## src/pqm_config.svh

```systemverilog
`ifndef PQM_CONFIG_SVH
`define PQM_CONFIG_SVH

// Number of receive rings handled by one manager
`define PQM_NB_QUEUES 16

// External queue id width; the manager indexes its tables with the top bits
`define PQM_QID_WIDTH 8

// Local table index width, log2 of the queue count
`define PQM_LQ_WIDTH 4

// Ring pointer width, pointers wrap at 2**PQM_PTR_WIDTH
`define PQM_PTR_WIDTH 10

// Packet length in ring slots
`define PQM_SIZE_WIDTH 6

`endif

```

## src/pqm_pkg.sv

```systemverilog
`include "pqm_config.svh"
`default_nettype none

package pqm_pkg;

    // Queue id as seen outside the manager
    typedef logic [`PQM_QID_WIDTH-1:0] queue_id_t;

    // Index into the per-queue tables, taken from the top bits of queue_id_t
    typedef logic [`PQM_LQ_WIDTH-1:0] local_queue_t;

    // Head or tail pointer of a ring
    typedef logic [`PQM_PTR_WIDTH-1:0] ring_ptr_t;

    // Usable ring capacity, one bit wider so a full pointer range fits
    typedef logic [`PQM_PTR_WIDTH:0] rb_size_t;

    // Packet length in ring slots
    typedef logic [`PQM_SIZE_WIDTH-1:0] pkt_size_t;

    // Free-running event counter
    typedef logic [31:0] event_count_t;

endpackage

`default_nettype wire

```

## src/pqm_meta_if.sv

```systemverilog
`timescale 1ns/1ns
`default_nettype none

// One metadata record and its valid/ready handshake between pipeline modules
interface pqm_meta_if;

    logic                   valid;
    logic                   ready;
    pqm_pkg::queue_id_t     queue;
    pqm_pkg::local_queue_t  lqueue;
    pqm_pkg::pkt_size_t     size;
    logic                   head_update;
    pqm_pkg::ring_ptr_t     head;
    pqm_pkg::ring_ptr_t     tail;
    logic                   drop;
    logic                   needs_dsc;

    // The source holds a record steady until valid and ready meet on an edge
    modport source (
        output valid, queue, lqueue, size, head_update,
        output head, tail, drop, needs_dsc,
        input  ready
    );

    modport sink (
        input  valid, queue, lqueue, size, head_update,
        input  head, tail, drop, needs_dsc,
        output ready
    );

endinterface

`default_nettype wire

```

## src/pqm_decode.sv

```systemverilog
`include "pqm_config.svh"
`timescale 1ns/1ns
`default_nettype none

module pqm_decode (
    input  wire                     clk,
    input  wire                     rst_n,
    input  wire                     in_valid,
    output logic                    in_ready,
    input  wire pqm_pkg::queue_id_t in_queue,
    input  wire pqm_pkg::pkt_size_t in_size,
    input  wire                     in_head_update,
    input  wire pqm_pkg::ring_ptr_t in_head,
    pqm_meta_if.source              dec_out
);

    // Slot 0 always holds the oldest record and feeds the output
    pqm_pkg::queue_id_t queue_q [2];
    pqm_pkg::pkt_size_t size_q [2];
    logic               hu_q [2];
    pqm_pkg::ring_ptr_t head_q [2];

    logic [1:0] count_q;
    logic [1:0] count_next;
    logic       push;
    logic       pop;
    logic       wr_idx;

    assign push = in_valid & in_ready;
    assign pop  = dec_out.valid & dec_out.ready;

    // A push lands behind whatever is left after this cycle's pop.
    // With two entries held in_ready is low, so only counts 0 and 1 matter
    assign wr_idx = count_q[0] & ~pop;

    assign count_next = count_q + {1'b0, push} - {1'b0, pop};

    // Ready comes from a register so the input never sees out_ready directly
    always_ff @(posedge clk or negedge rst_n) begin
        if (!rst_n) begin
            count_q  <= 2'd0;
            in_ready <= 1'b0;
        end else begin
            count_q  <= count_next;
            in_ready <= (count_next != 2'd2);
        end
    end

    always_ff @(posedge clk) begin
        if (pop) begin
            queue_q[0] <= queue_q[1];
            size_q[0]  <= size_q[1];
            hu_q[0]    <= hu_q[1];
            head_q[0]  <= head_q[1];
        end
        if (push) begin
            queue_q[wr_idx] <= in_queue;
            size_q[wr_idx]  <= in_size;
            hu_q[wr_idx]    <= in_head_update;
            head_q[wr_idx]  <= in_head;
        end
    end

    assign dec_out.valid       = (count_q != 2'd0);
    assign dec_out.queue       = queue_q[0];
    // Low bits of the id pick a sibling manager outside, so index with the top bits
    assign dec_out.lqueue      = queue_q[0][`PQM_QID_WIDTH-1 -: `PQM_LQ_WIDTH];
    assign dec_out.size        = size_q[0];
    assign dec_out.head_update = hu_q[0];
    assign dec_out.head        = head_q[0];
    assign dec_out.tail        = '0;
    assign dec_out.drop        = 1'b0;
    assign dec_out.needs_dsc   = 1'b0;

endmodule

`default_nettype wire

```

## src/pqm_execute.sv

```systemverilog
`include "pqm_config.svh"
`timescale 1ns/1ns
`default_nettype none

module pqm_execute (
    input  wire                     clk,
    input  wire                     rst_n,
    input  wire pqm_pkg::rb_size_t  rb_size,
    pqm_meta_if.sink                exe_in,
    pqm_meta_if.source              exe_out,
    output pqm_pkg::event_count_t   full_cnt
);

    pqm_pkg::ring_ptr_t head_tab [`PQM_NB_QUEUES];
    pqm_pkg::ring_ptr_t tail_tab [`PQM_NB_QUEUES];

    // Stage one holds the record and the table values read for it
    logic                  s1_valid;
    pqm_pkg::queue_id_t    s1_queue;
    pqm_pkg::local_queue_t s1_lqueue;
    pqm_pkg::pkt_size_t    s1_size;
    logic                  s1_head_update;
    pqm_pkg::ring_ptr_t    s1_head;
    logic                  s1_drop;
    logic                  s1_needs_dsc;
    pqm_pkg::ring_ptr_t    rd_head;
    pqm_pkg::ring_ptr_t    rd_tail;

    // The most recent table write serves a next record to the same queue
    logic                  wr_valid_q;
    pqm_pkg::local_queue_t wr_lqueue_q;
    pqm_pkg::ring_ptr_t    wr_head_q;
    pqm_pkg::ring_ptr_t    wr_tail_q;

    logic                  s1_adv;
    logic                  s2_adv;
    pqm_pkg::ring_ptr_t    cur_head;
    pqm_pkg::ring_ptr_t    cur_tail;
    pqm_pkg::ring_ptr_t    occupancy;
    pqm_pkg::rb_size_t     fill;
    logic                  overflow;
    logic                  drop;
    pqm_pkg::ring_ptr_t    new_head;
    pqm_pkg::ring_ptr_t    new_tail;

    assign s2_adv       = ~exe_out.valid | exe_out.ready;
    assign s1_adv       = ~s1_valid | s2_adv;
    assign exe_in.ready = s1_adv;

    always_comb begin
        // The write made on the edge that loaded stage one is missing from the read
        if (wr_valid_q && (wr_lqueue_q == s1_lqueue)) begin
            cur_head = wr_head_q;
            cur_tail = wr_tail_q;
        end else begin
            cur_head = rd_head;
            cur_tail = rd_tail;
        end
        occupancy = cur_tail - cur_head;
        fill      = {1'b0, occupancy} + pqm_pkg::rb_size_t'(s1_size);
        overflow  = ~s1_head_update & ~s1_drop & (fill >= rb_size);
        drop      = s1_drop | overflow;
        new_head  = s1_head_update ? s1_head : cur_head;
        if (s1_head_update || drop) begin
            new_tail = cur_tail;
        end else begin
            new_tail = cur_tail + pqm_pkg::ring_ptr_t'(s1_size);
        end
    end

    always_ff @(posedge clk or negedge rst_n) begin
        if (!rst_n) begin
            s1_valid      <= 1'b0;
            exe_out.valid <= 1'b0;
            wr_valid_q    <= 1'b0;
            full_cnt      <= '0;
            for (int i = 0; i < `PQM_NB_QUEUES; i++) begin
                head_tab[i] <= '0;
                tail_tab[i] <= '0;
            end
        end else begin
            if (s1_adv) begin
                s1_valid <= exe_in.valid;
            end
            if (s2_adv) begin
                exe_out.valid <= s1_valid;
                if (s1_valid) begin
                    head_tab[s1_lqueue] <= new_head;
                    tail_tab[s1_lqueue] <= new_tail;
                    wr_valid_q          <= 1'b1;
                    if (overflow) begin
                        full_cnt <= full_cnt + pqm_pkg::event_count_t'(1);
                    end
                end
            end
        end
    end

    always_ff @(posedge clk) begin
        if (s1_adv && exe_in.valid) begin
            s1_queue       <= exe_in.queue;
            s1_lqueue      <= exe_in.lqueue;
            s1_size        <= exe_in.size;
            s1_head_update <= exe_in.head_update;
            s1_head        <= exe_in.head;
            s1_drop        <= exe_in.drop;
            s1_needs_dsc   <= exe_in.needs_dsc;
            rd_head        <= head_tab[exe_in.lqueue];
            rd_tail        <= tail_tab[exe_in.lqueue];
        end
        if (s2_adv && s1_valid) begin
            exe_out.queue       <= s1_queue;
            exe_out.lqueue      <= s1_lqueue;
            exe_out.size        <= s1_size;
            exe_out.head_update <= s1_head_update;
            exe_out.head        <= new_head;
            exe_out.tail        <= new_tail;
            exe_out.drop        <= drop;
            exe_out.needs_dsc   <= s1_needs_dsc & ~drop;
            wr_lqueue_q         <= s1_lqueue;
            wr_head_q           <= new_head;
            wr_tail_q           <= new_tail;
        end
    end

endmodule

`default_nettype wire

```

## src/pqm_result.sv

```systemverilog
`include "pqm_config.svh"
`timescale 1ns/1ns
`default_nettype none

module pqm_result (
    input  wire                     clk,
    input  wire                     rst_n,
    pqm_meta_if.sink                res_in,
    output logic                    out_valid,
    input  wire                     out_ready,
    output pqm_pkg::queue_id_t      out_queue,
    output pqm_pkg::ring_ptr_t      out_head,
    output pqm_pkg::ring_ptr_t      out_tail,
    output logic                    out_drop,
    output logic                    out_needs_dsc,
    output logic                    out_head_update
);

    // A set bit means the queue has a descriptor outstanding
    logic [`PQM_NB_QUEUES-1:0] status_q;

    logic                  s1_valid;
    pqm_pkg::queue_id_t    s1_queue;
    pqm_pkg::local_queue_t s1_lqueue;
    logic                  s1_head_update;
    pqm_pkg::ring_ptr_t    s1_head;
    pqm_pkg::ring_ptr_t    s1_tail;
    logic                  s1_drop;
    logic                  rd_status;

    logic                  wr_valid_q;
    pqm_pkg::local_queue_t wr_lqueue_q;
    logic                  wr_status_q;

    logic                  s1_adv;
    logic                  s2_adv;
    logic                  cur_status;
    logic                  empty_update;
    logic                  dec_drop;
    logic                  dec_dsc;
    logic                  new_status;

    assign s2_adv       = ~out_valid | out_ready;
    assign s1_adv       = ~s1_valid | s2_adv;
    assign res_in.ready = s1_adv;

    always_comb begin
        if (wr_valid_q && (wr_lqueue_q == s1_lqueue)) begin
            cur_status = wr_status_q;
        end else begin
            cur_status = rd_status;
        end
        empty_update = s1_head_update & (s1_head == s1_tail);
        if (s1_head_update) begin
            // Software caught up with an empty ring, so re-arm the queue
            dec_drop   = empty_update;
            dec_dsc    = ~empty_update;
            new_status = ~empty_update;
        end else if (s1_drop) begin
            dec_drop   = 1'b1;
            dec_dsc    = 1'b0;
            new_status = cur_status;
        end else begin
            dec_drop   = 1'b0;
            dec_dsc    = ~cur_status;
            new_status = 1'b1;
        end
    end

    always_ff @(posedge clk or negedge rst_n) begin
        if (!rst_n) begin
            s1_valid   <= 1'b0;
            out_valid  <= 1'b0;
            wr_valid_q <= 1'b0;
            status_q   <= '0;
        end else begin
            if (s1_adv) begin
                s1_valid <= res_in.valid;
            end
            if (s2_adv) begin
                out_valid <= s1_valid;
                if (s1_valid) begin
                    status_q[s1_lqueue] <= new_status;
                    wr_valid_q          <= 1'b1;
                end
            end
        end
    end

    always_ff @(posedge clk) begin
        if (s1_adv && res_in.valid) begin
            s1_queue       <= res_in.queue;
            s1_lqueue      <= res_in.lqueue;
            s1_head_update <= res_in.head_update;
            s1_head        <= res_in.head;
            s1_tail        <= res_in.tail;
            s1_drop        <= res_in.drop;
            rd_status      <= status_q[res_in.lqueue];
        end
        if (s2_adv && s1_valid) begin
            out_queue       <= s1_queue;
            out_head        <= s1_head;
            out_tail        <= s1_tail;
            out_drop        <= dec_drop;
            out_needs_dsc   <= dec_dsc;
            out_head_update <= s1_head_update;
            wr_lqueue_q     <= s1_lqueue;
            wr_status_q     <= new_status;
        end
    end

endmodule

`default_nettype wire

```

## src/pkt_queue_manager.sv

```systemverilog
`timescale 1ns/1ns
`default_nettype none

module pkt_queue_manager (
    input  wire                         clk,
    input  wire                         rst_n,

    // Incoming metadata records
    input  wire                         in_valid,
    output wire                         in_ready,
    input  wire pqm_pkg::queue_id_t     in_queue,
    input  wire pqm_pkg::pkt_size_t     in_size,
    input  wire                         in_head_update,
    input  wire pqm_pkg::ring_ptr_t     in_head,

    // Records with ring state and descriptor decision
    output wire                         out_valid,
    input  wire                         out_ready,
    output wire pqm_pkg::queue_id_t     out_queue,
    output wire pqm_pkg::ring_ptr_t     out_head,
    output wire pqm_pkg::ring_ptr_t     out_tail,
    output wire                         out_drop,
    output wire                         out_needs_dsc,
    output wire                         out_head_update,

    input  wire pqm_pkg::rb_size_t      rb_size,
    output wire pqm_pkg::event_count_t  full_cnt
);

    pqm_meta_if dec_to_exe ();
    pqm_meta_if exe_to_res ();

    pqm_decode u_decode (
        .clk            (clk),
        .rst_n          (rst_n),
        .in_valid       (in_valid),
        .in_ready       (in_ready),
        .in_queue       (in_queue),
        .in_size        (in_size),
        .in_head_update (in_head_update),
        .in_head        (in_head),
        .dec_out        (dec_to_exe.source)
    );

    // Pointer tables and overflow drops
    pqm_execute u_execute (
        .clk      (clk),
        .rst_n    (rst_n),
        .rb_size  (rb_size),
        .exe_in   (dec_to_exe.sink),
        .exe_out  (exe_to_res.source),
        .full_cnt (full_cnt)
    );

    // One outstanding descriptor per queue
    pqm_result u_result (
        .clk             (clk),
        .rst_n           (rst_n),
        .res_in          (exe_to_res.sink),
        .out_valid       (out_valid),
        .out_ready       (out_ready),
        .out_queue       (out_queue),
        .out_head        (out_head),
        .out_tail        (out_tail),
        .out_drop        (out_drop),
        .out_needs_dsc   (out_needs_dsc),
        .out_head_update (out_head_update)
    );

endmodule

`default_nettype wire

```

## config.mk

```make
export PLATFORM = sky130hd
export DESIGN_NAME = pkt_queue_manager
export DESIGN_NICKNAME = d
export VERILOG_FILES = /design/src/pqm_pkg.sv /design/src/pqm_meta_if.sv /design/src/pqm_decode.sv /design/src/pqm_execute.sv /design/src/pqm_result.sv /design/src/pkt_queue_manager.sv
export VERILOG_INCLUDE_DIRS = /design/src
export SDC_FILE = /design/constraint.sdc
export NUM_CORES = 1
export LEC_CHECK = 0
export ABC_AREA = 1
export ABC_CLOCK_PERIOD_IN_PS = 5350
export BUFFER_PORTS_ARGS = -buffer_cell sky130_fd_sc_hd__buf_2
export CAP_MARGIN = 20
export CORE_UTILIZATION = 50
export CTS_CLUSTER_SIZE = 14
export DETAILED_ROUTE_END_ITERATION = 6
export PLACE_DENSITY = 0.76
export SLEW_MARGIN = 20
export SYNTH_ARGS = -nofsm -noshare
export SYNTH_HDL_FRONTEND = slang
export SYNTH_HIERARCHICAL = 1
export SYNTH_SLANG_ARGS = --single-unit
export TNS_END_PERCENT = 30
```

## constraint.sdc

```tcl
create_clock -name clk -period 5.35 [get_ports clk]
set_input_delay 1.07 -clock clk [delete_from_list [all_inputs] [get_ports clk]]
set_output_delay 1.07 -clock clk [all_outputs]
set_load 0.02 [all_outputs]
```

**Word level (Yosys, flattened, before mapping)**

Memories as Yosys holds them, arrays and structs flattened. A register that Yosys moved wholly into a read port is not among the register bits.
Index checks and enable logic that the tools add are counted.

- $add $sub $neg: 6
- $lt $le $gt $ge: 7
- Equality and inequality tests: 4
- Mux-type cells: 30
- Bitwise operators: 19
- Reductions and logical operators: 13

Operators with widths:

| kind | count |
|---|---|
| bitwise mux 160 bit | 2 |
| two-way mux 10 bit | 9 |
| binary-select mux 10 bit (select 4 bit) | 2 |
| demux 10 bit (select 4 bit) | 1 |
| adder 32 x 1 -> 32 bit (second input constant) | 1 |
| bitwise mux 16 bit | 1 |
| two-way mux 1 bit | 13 |
| adder 10 x 6 -> 11 bit | 1 |
| greater-or-equal comparator 11 bit | 1 |
| adder 10 x 6 -> 10 bit | 1 |
| == test 10 bit | 1 |
| greater-or-equal comparator 5 bit (second input constant) | 2 |
| less-than comparator 4 x 5 -> 1 bit (second input constant) | 2 |
| inverter 4 -> 5 bit | 2 |
| subtractor 10 bit | 1 |
| == test 4 bit | 2 |
| logical AND 1 bit | 8 |
| inverter 1 bit | 8 |
| AND 1 bit | 5 |
| less-than comparator 5 x 1 -> 1 bit (second input constant) | 1 |
| binary-select mux 1 bit (select 4 bit) | 1 |
| demux 1 bit (select 4 bit) | 1 |
| greater-or-equal comparator 4 x 1 -> 1 bit (second input constant) | 1 |
| bitwise OR 1 bit | 4 |
| 7 further kinds | 8 |

- Register bits: 514
- RAM bits: 50
- Input port bits: 40
- Output and inout port bits: 65
- Memories: 4

Memories:

| name | words | width | read ports | clocked after memory_dff | write ports | RTL line | source |
|---|---|---|---|---|---|---|---|
| u_decode.head_q | 2 | 10 | 2 | 1 | 2 | pqm_decode.sv:21 | `pqm_pkg::ring_ptr_t head_q [2];` |
| u_decode.queue_q | 2 | 8 | 2 | 0 | 2 | pqm_decode.sv:18 | `pqm_pkg::queue_id_t queue_q [2];` |
| u_decode.size_q | 2 | 6 | 2 | 1 | 2 | pqm_decode.sv:19 | `pqm_pkg::pkt_size_t size_q [2];` |
| u_decode.hu_q | 2 | 1 | 2 | 1 | 2 | pqm_decode.sv:20 | `logic hu_q [2];` |

**Longest topological paths before layout**

- Depth in word-level cells: 10
- Mapped depth: 38
- Depth with buffers taken out: 37

**Modules after synthesis**

The synthesis kept the hierarchy.

By module, submodules not included:

| module | times used | cells an instance | area an instance (um^2) | seq. area each (um^2) |
|---|---|---|---|---|
| pqm_execute | 1 | 2378 | 21324.2 | 11646.2 |
| pqm_result | 1 | 265 | 3512.1 | 2607.5 |
| pqm_decode | 1 | 172 | 2237.1 | 1576.5 |

**Worst setup path after synthesis**

Ideal clock, no wire load.

- Path kind: register to register
- Start point: register u_execute.wr_lqueue_q[0]
- End point: register u_execute.wr_tail_q[0], data pin
- Setup time: 0.261 ns
- Arrival: 4.854 ns
- Data required time: 5.089 ns
- Slack: 0.235 ns
- Cell stages (with the launch flop): 33
- Clock period less this slack: 5.115 ns
- Cell sequence: edfxtp_1 nor2_4 nor2_8 nand3_4 inv_2 or2_2 o21ai_1 inv_1 fa_1 xnor2_1 inv_1 ha_1 nand3_1 and2_1 nor2_1 nor2_1 o21bai_1 a21o_1 nand3_1 nor2_2 nand2_1 nand2_1 nand2_1 ha_1 nand2_1 nor2_1 nand2_1 nand4_1 clkbuf_1 nand2_1 o21ai_1 clkbuf_1 inv_1

- Cells in the longest elaborated chain, start to end: 9
- Elaborated cells on any way between the ends: 11
- Those cells by class: add/sub (3); order compare (1); eq/ne (1); mux (3); bitwise (1); reduce/logical (2)

Ends and longest elaborated chain:

| what | RTL line | source |
|---|---|---|
| start, declared | pqm_execute.sv:31 | `pqm_pkg::local_queue_t wr_lqueue_q;` |
| start signal, assigned | pqm_execute.sv:120 | `wr_lqueue_q <= s1_lqueue;` |
| == test 4 bit (*) | pqm_execute.sv:52 | `if (wr_valid_q && (wr_lqueue_q == s1_lqueue)) begin` |
| logical AND 1 bit (*) | pqm_execute.sv:52 |  |
| two-way mux 10 bit | pqm_execute.sv:52 |  |
| subtractor 10 bit | pqm_execute.sv:59 | `occupancy = cur_tail - cur_head;` |
| adder 10 x 6 -> 11 bit | pqm_execute.sv:60 | `fill = {1'b0, occupancy} + pqm_pkg::rb_size_t'(s1_size);` |
| greater-or-equal comparator 11 bit | pqm_execute.sv:61 | `overflow = ~s1_head_update & ~s1_drop & (fill >= rb_size);` |
| AND 1 bit | pqm_execute.sv:61 |  |
| logical OR 1 bit | pqm_execute.sv:64 | `if (s1_head_update \|\| drop) begin` |
| two-way mux 10 bit (*) | pqm_execute.sv:64 |  |
| named net u_execute.new_tail[0] | pqm_execute.sv:44 | `pqm_pkg::ring_ptr_t new_tail;` |
| end signal, assigned | pqm_execute.sv:122 | `wr_tail_q <= new_tail;` |
| end, declared | pqm_execute.sv:33 | `pqm_pkg::ring_ptr_t wr_tail_q;` |

The timed path passes the listed nets; every way through them passes the cells marked *.
A chain may end at the register's enable or synchronous reset.

**Final worst setup path**

- Start point: register u_execute.wr_lqueue_q[0]
- End point: register u_execute/tail_tab[108] in the netlist's numbering

- Cells in the longest elaborated chain, start to end: 10
- Elaborated cells on any way between the ends: 12
- Those cells by class: add/sub (3); order compare (1); eq/ne (1); mux (4); bitwise (1); reduce/logical (2)

Ends and longest elaborated chain:

| what | RTL line | source |
|---|---|---|
| == test 4 bit (*) | pqm_execute.sv:52 |  |
| logical AND 1 bit (*) | pqm_execute.sv:52 |  |
| two-way mux 10 bit | pqm_execute.sv:52 |  |
| subtractor 10 bit | pqm_execute.sv:59 |  |
| adder 10 x 6 -> 11 bit | pqm_execute.sv:60 |  |
| greater-or-equal comparator 11 bit | pqm_execute.sv:61 |  |
| AND 1 bit | pqm_execute.sv:61 |  |
| logical OR 1 bit | pqm_execute.sv:64 |  |
| two-way mux 10 bit (*) | pqm_execute.sv:64 |  |
| bitwise mux 160 bit (*) | pqm_execute.sv:89 | `tail_tab[s1_lqueue] <= new_tail;` |
| end signal, assigned by index | pqm_execute.sv:89 |  |
| end, declared | pqm_execute.sv:15 | `` pqm_pkg::ring_ptr_t tail_tab [`PQM_NB_QUEUES]; `` |

Every way passes the cells marked *; elsewhere a longest branch is shown, timed or not.

==> flow_summary.json <==
{
  "status": "complete, no violations",
  "end_kind": "register",
  "grt_pass1_wl_mm": 107,
  "hold_class": "register to register",
  "routedWlPerCell_um": 18.9,
  "area_growth_pct": 13.9,
  "ff2ff_path_depth": 33,
  "post_route_cells_drive_above_1_share_pct": 14.5,
  "cts_sinks": 582,
  "ios": 105,
  "row_count": 84,
  "crit_family": "simple AND/OR/NAND/NOR gates",
  "hold_viol_final": 0,
  "arrival_ps": 5670,
  "final_common_cell": "nand2_1",
  "num-nets-final": 2957,
  "globalplace.congestion": 0.941,
  "cp_slowest_stage_delay_ps": 460,
  "dr_total_vias": 20500,
  "routed_wl_mm": 68.5,
  "htreeDepth": 2,
  "synthCells": 2794,
  "critPathRequiredTime_ps": 5870,
  "grt_pass1_vias": 19900,
  "placement.io_buffers": 104,
  "setup_slack_ps": 198,
  "syn-cell-area_mm2": 0.0267,
  "cp-start-kind": "register",
  "utilization_pct": 57.8,
  "ant_nets": 0,
  "routed_via_density": 5.66,
  "cp_slowest_cell": "edfxtp_1",
  "tightest_slew_ps": 1330,
  "cts_inserted_buffers": 57,
  "drt_iter0_drc": 2414,
  "setup_violations": 0,
  "core_mm2": 0.0527,
  "cts_buffer_depth": 3,
  "dp.cells": 3495,
  "cts_tree": "built",
  "fin_setup_tns_ps": 0,
  "antennaDiodeCount": 0,
  "syn-num-nets": 2869,
  "clock_latency_ps": 640,
  "antenna_found_initial": 1,
  "die_height_um": 233,
  "drc": 0,
  "fin_skew_ps": 33.6,
  "fin_crit_sh_pct": 96.3,
  "period_minus_slack_ps": 5150,
  "drt-pass1-iter-count": 6,
  "slew_headroom_pct": 11.1,
  "hpwl_mm": 42.0,
  "grt_max_degree": 197,
  "overflow": 0,
  "critPathBufInv": 6,
  "start_util_pct": 50.8,
  "path_max_fanout": 6,
  "layout_common_cells": "nand2_1, o21ai_0, dfrtp_1",
  "fp.dieW_um": 233,
  "fin_cells": 3619,
  "fmax_mhz": 194,
  "place_ws_ps": -108,
  "criticalPathCategory": "register to register",
  "hold-path-cell-count": 0,
  "yosysWarnings": 6,
  "avgSynthCellArea_um2": 9.57,
  "final_max_slew_viol_count": 0,
  "cap_violations": 0,
  "cp.depth": 33,
  "design.die.area_mm2": 0.0544,
  "clk_pin_slew_ps": 60,
  "fillers": 4323,
  "grt.total_usage_pct": 25.3,
  "root_buffer": "clkbuf_16"
}
[cell type report]
cell class	count	area, um2	area share [%]
Clock inverter	25	243	0.797
Timing Repair Buffer	188	1390	4.55
Inverter	254	956	3.14
Sequential cell	582	15600	51.2
Clock buffer	83	1680	5.53
Multi-Input combinational cell	1799	9730	32.0
Tap cell	688	861	2.83
[per-layer routing]
metal / global-route usage (%) / vias to the layer above / wire, um
met5: 0 / - / 0
met4: 8.37 / 0 / 1950
met3: 4.16 / 142 / 5780
met2: 41.2 / 879 / 32100
met1: 34.6 / 10000 / 28700
li1: - / 9472 / -
[through the flow]
step,hold WS [ps],cell area [um2]
after floorplan,400,26700
after global placement,403,28100
after detailed placement,405,28100
after CTS,417,30100
after global routing,419,30500
final,416,30500
[worst paths after layout]
kind | start | to | slack [ps]
max | u_execute/wr_lqueue_q[0] | u_execute/tail_tab[108] | 200
min reg2reg | u_execute/exe_out.queue[3] | u_result/s1_queue[3] | 420
min | u_execute/exe_out.queue[3] | u_result/s1_queue[3] | 420
max reg2reg | u_execute/wr_lqueue_q[0] | u_execute/tail_tab[108] | 200
max in group asynchronous | rst_n | u_execute/head_tab[128] | 3790
min in group asynchronous | rst_n | u_execute/tail_tab[18] | 470
[sequential cells by signal, summed over array words and instances (netlist names), 12 cells and up]
signal and cells:
u_decode/size_q 12, u_decode/head_q 20, u_execute/head_tab 160, u_result/status_q 16, u_decode/queue_q 16, u_execute/full_cnt 32, u_execute/tail_tab 160
[what timing repair did]
item                                   CTS  global route
pin swaps                                2            18
endpoints found under the hold margin    0             0
buffers inserted                         1            11
gates resized for setup                  5            68
setup endpoints to repair              193           202
hold buffers                             0             0
gates cloned                             0             3
Power is not shown: default switching activity piles up to over one toggle a cycle in this logic, so the estimate is an artifact.
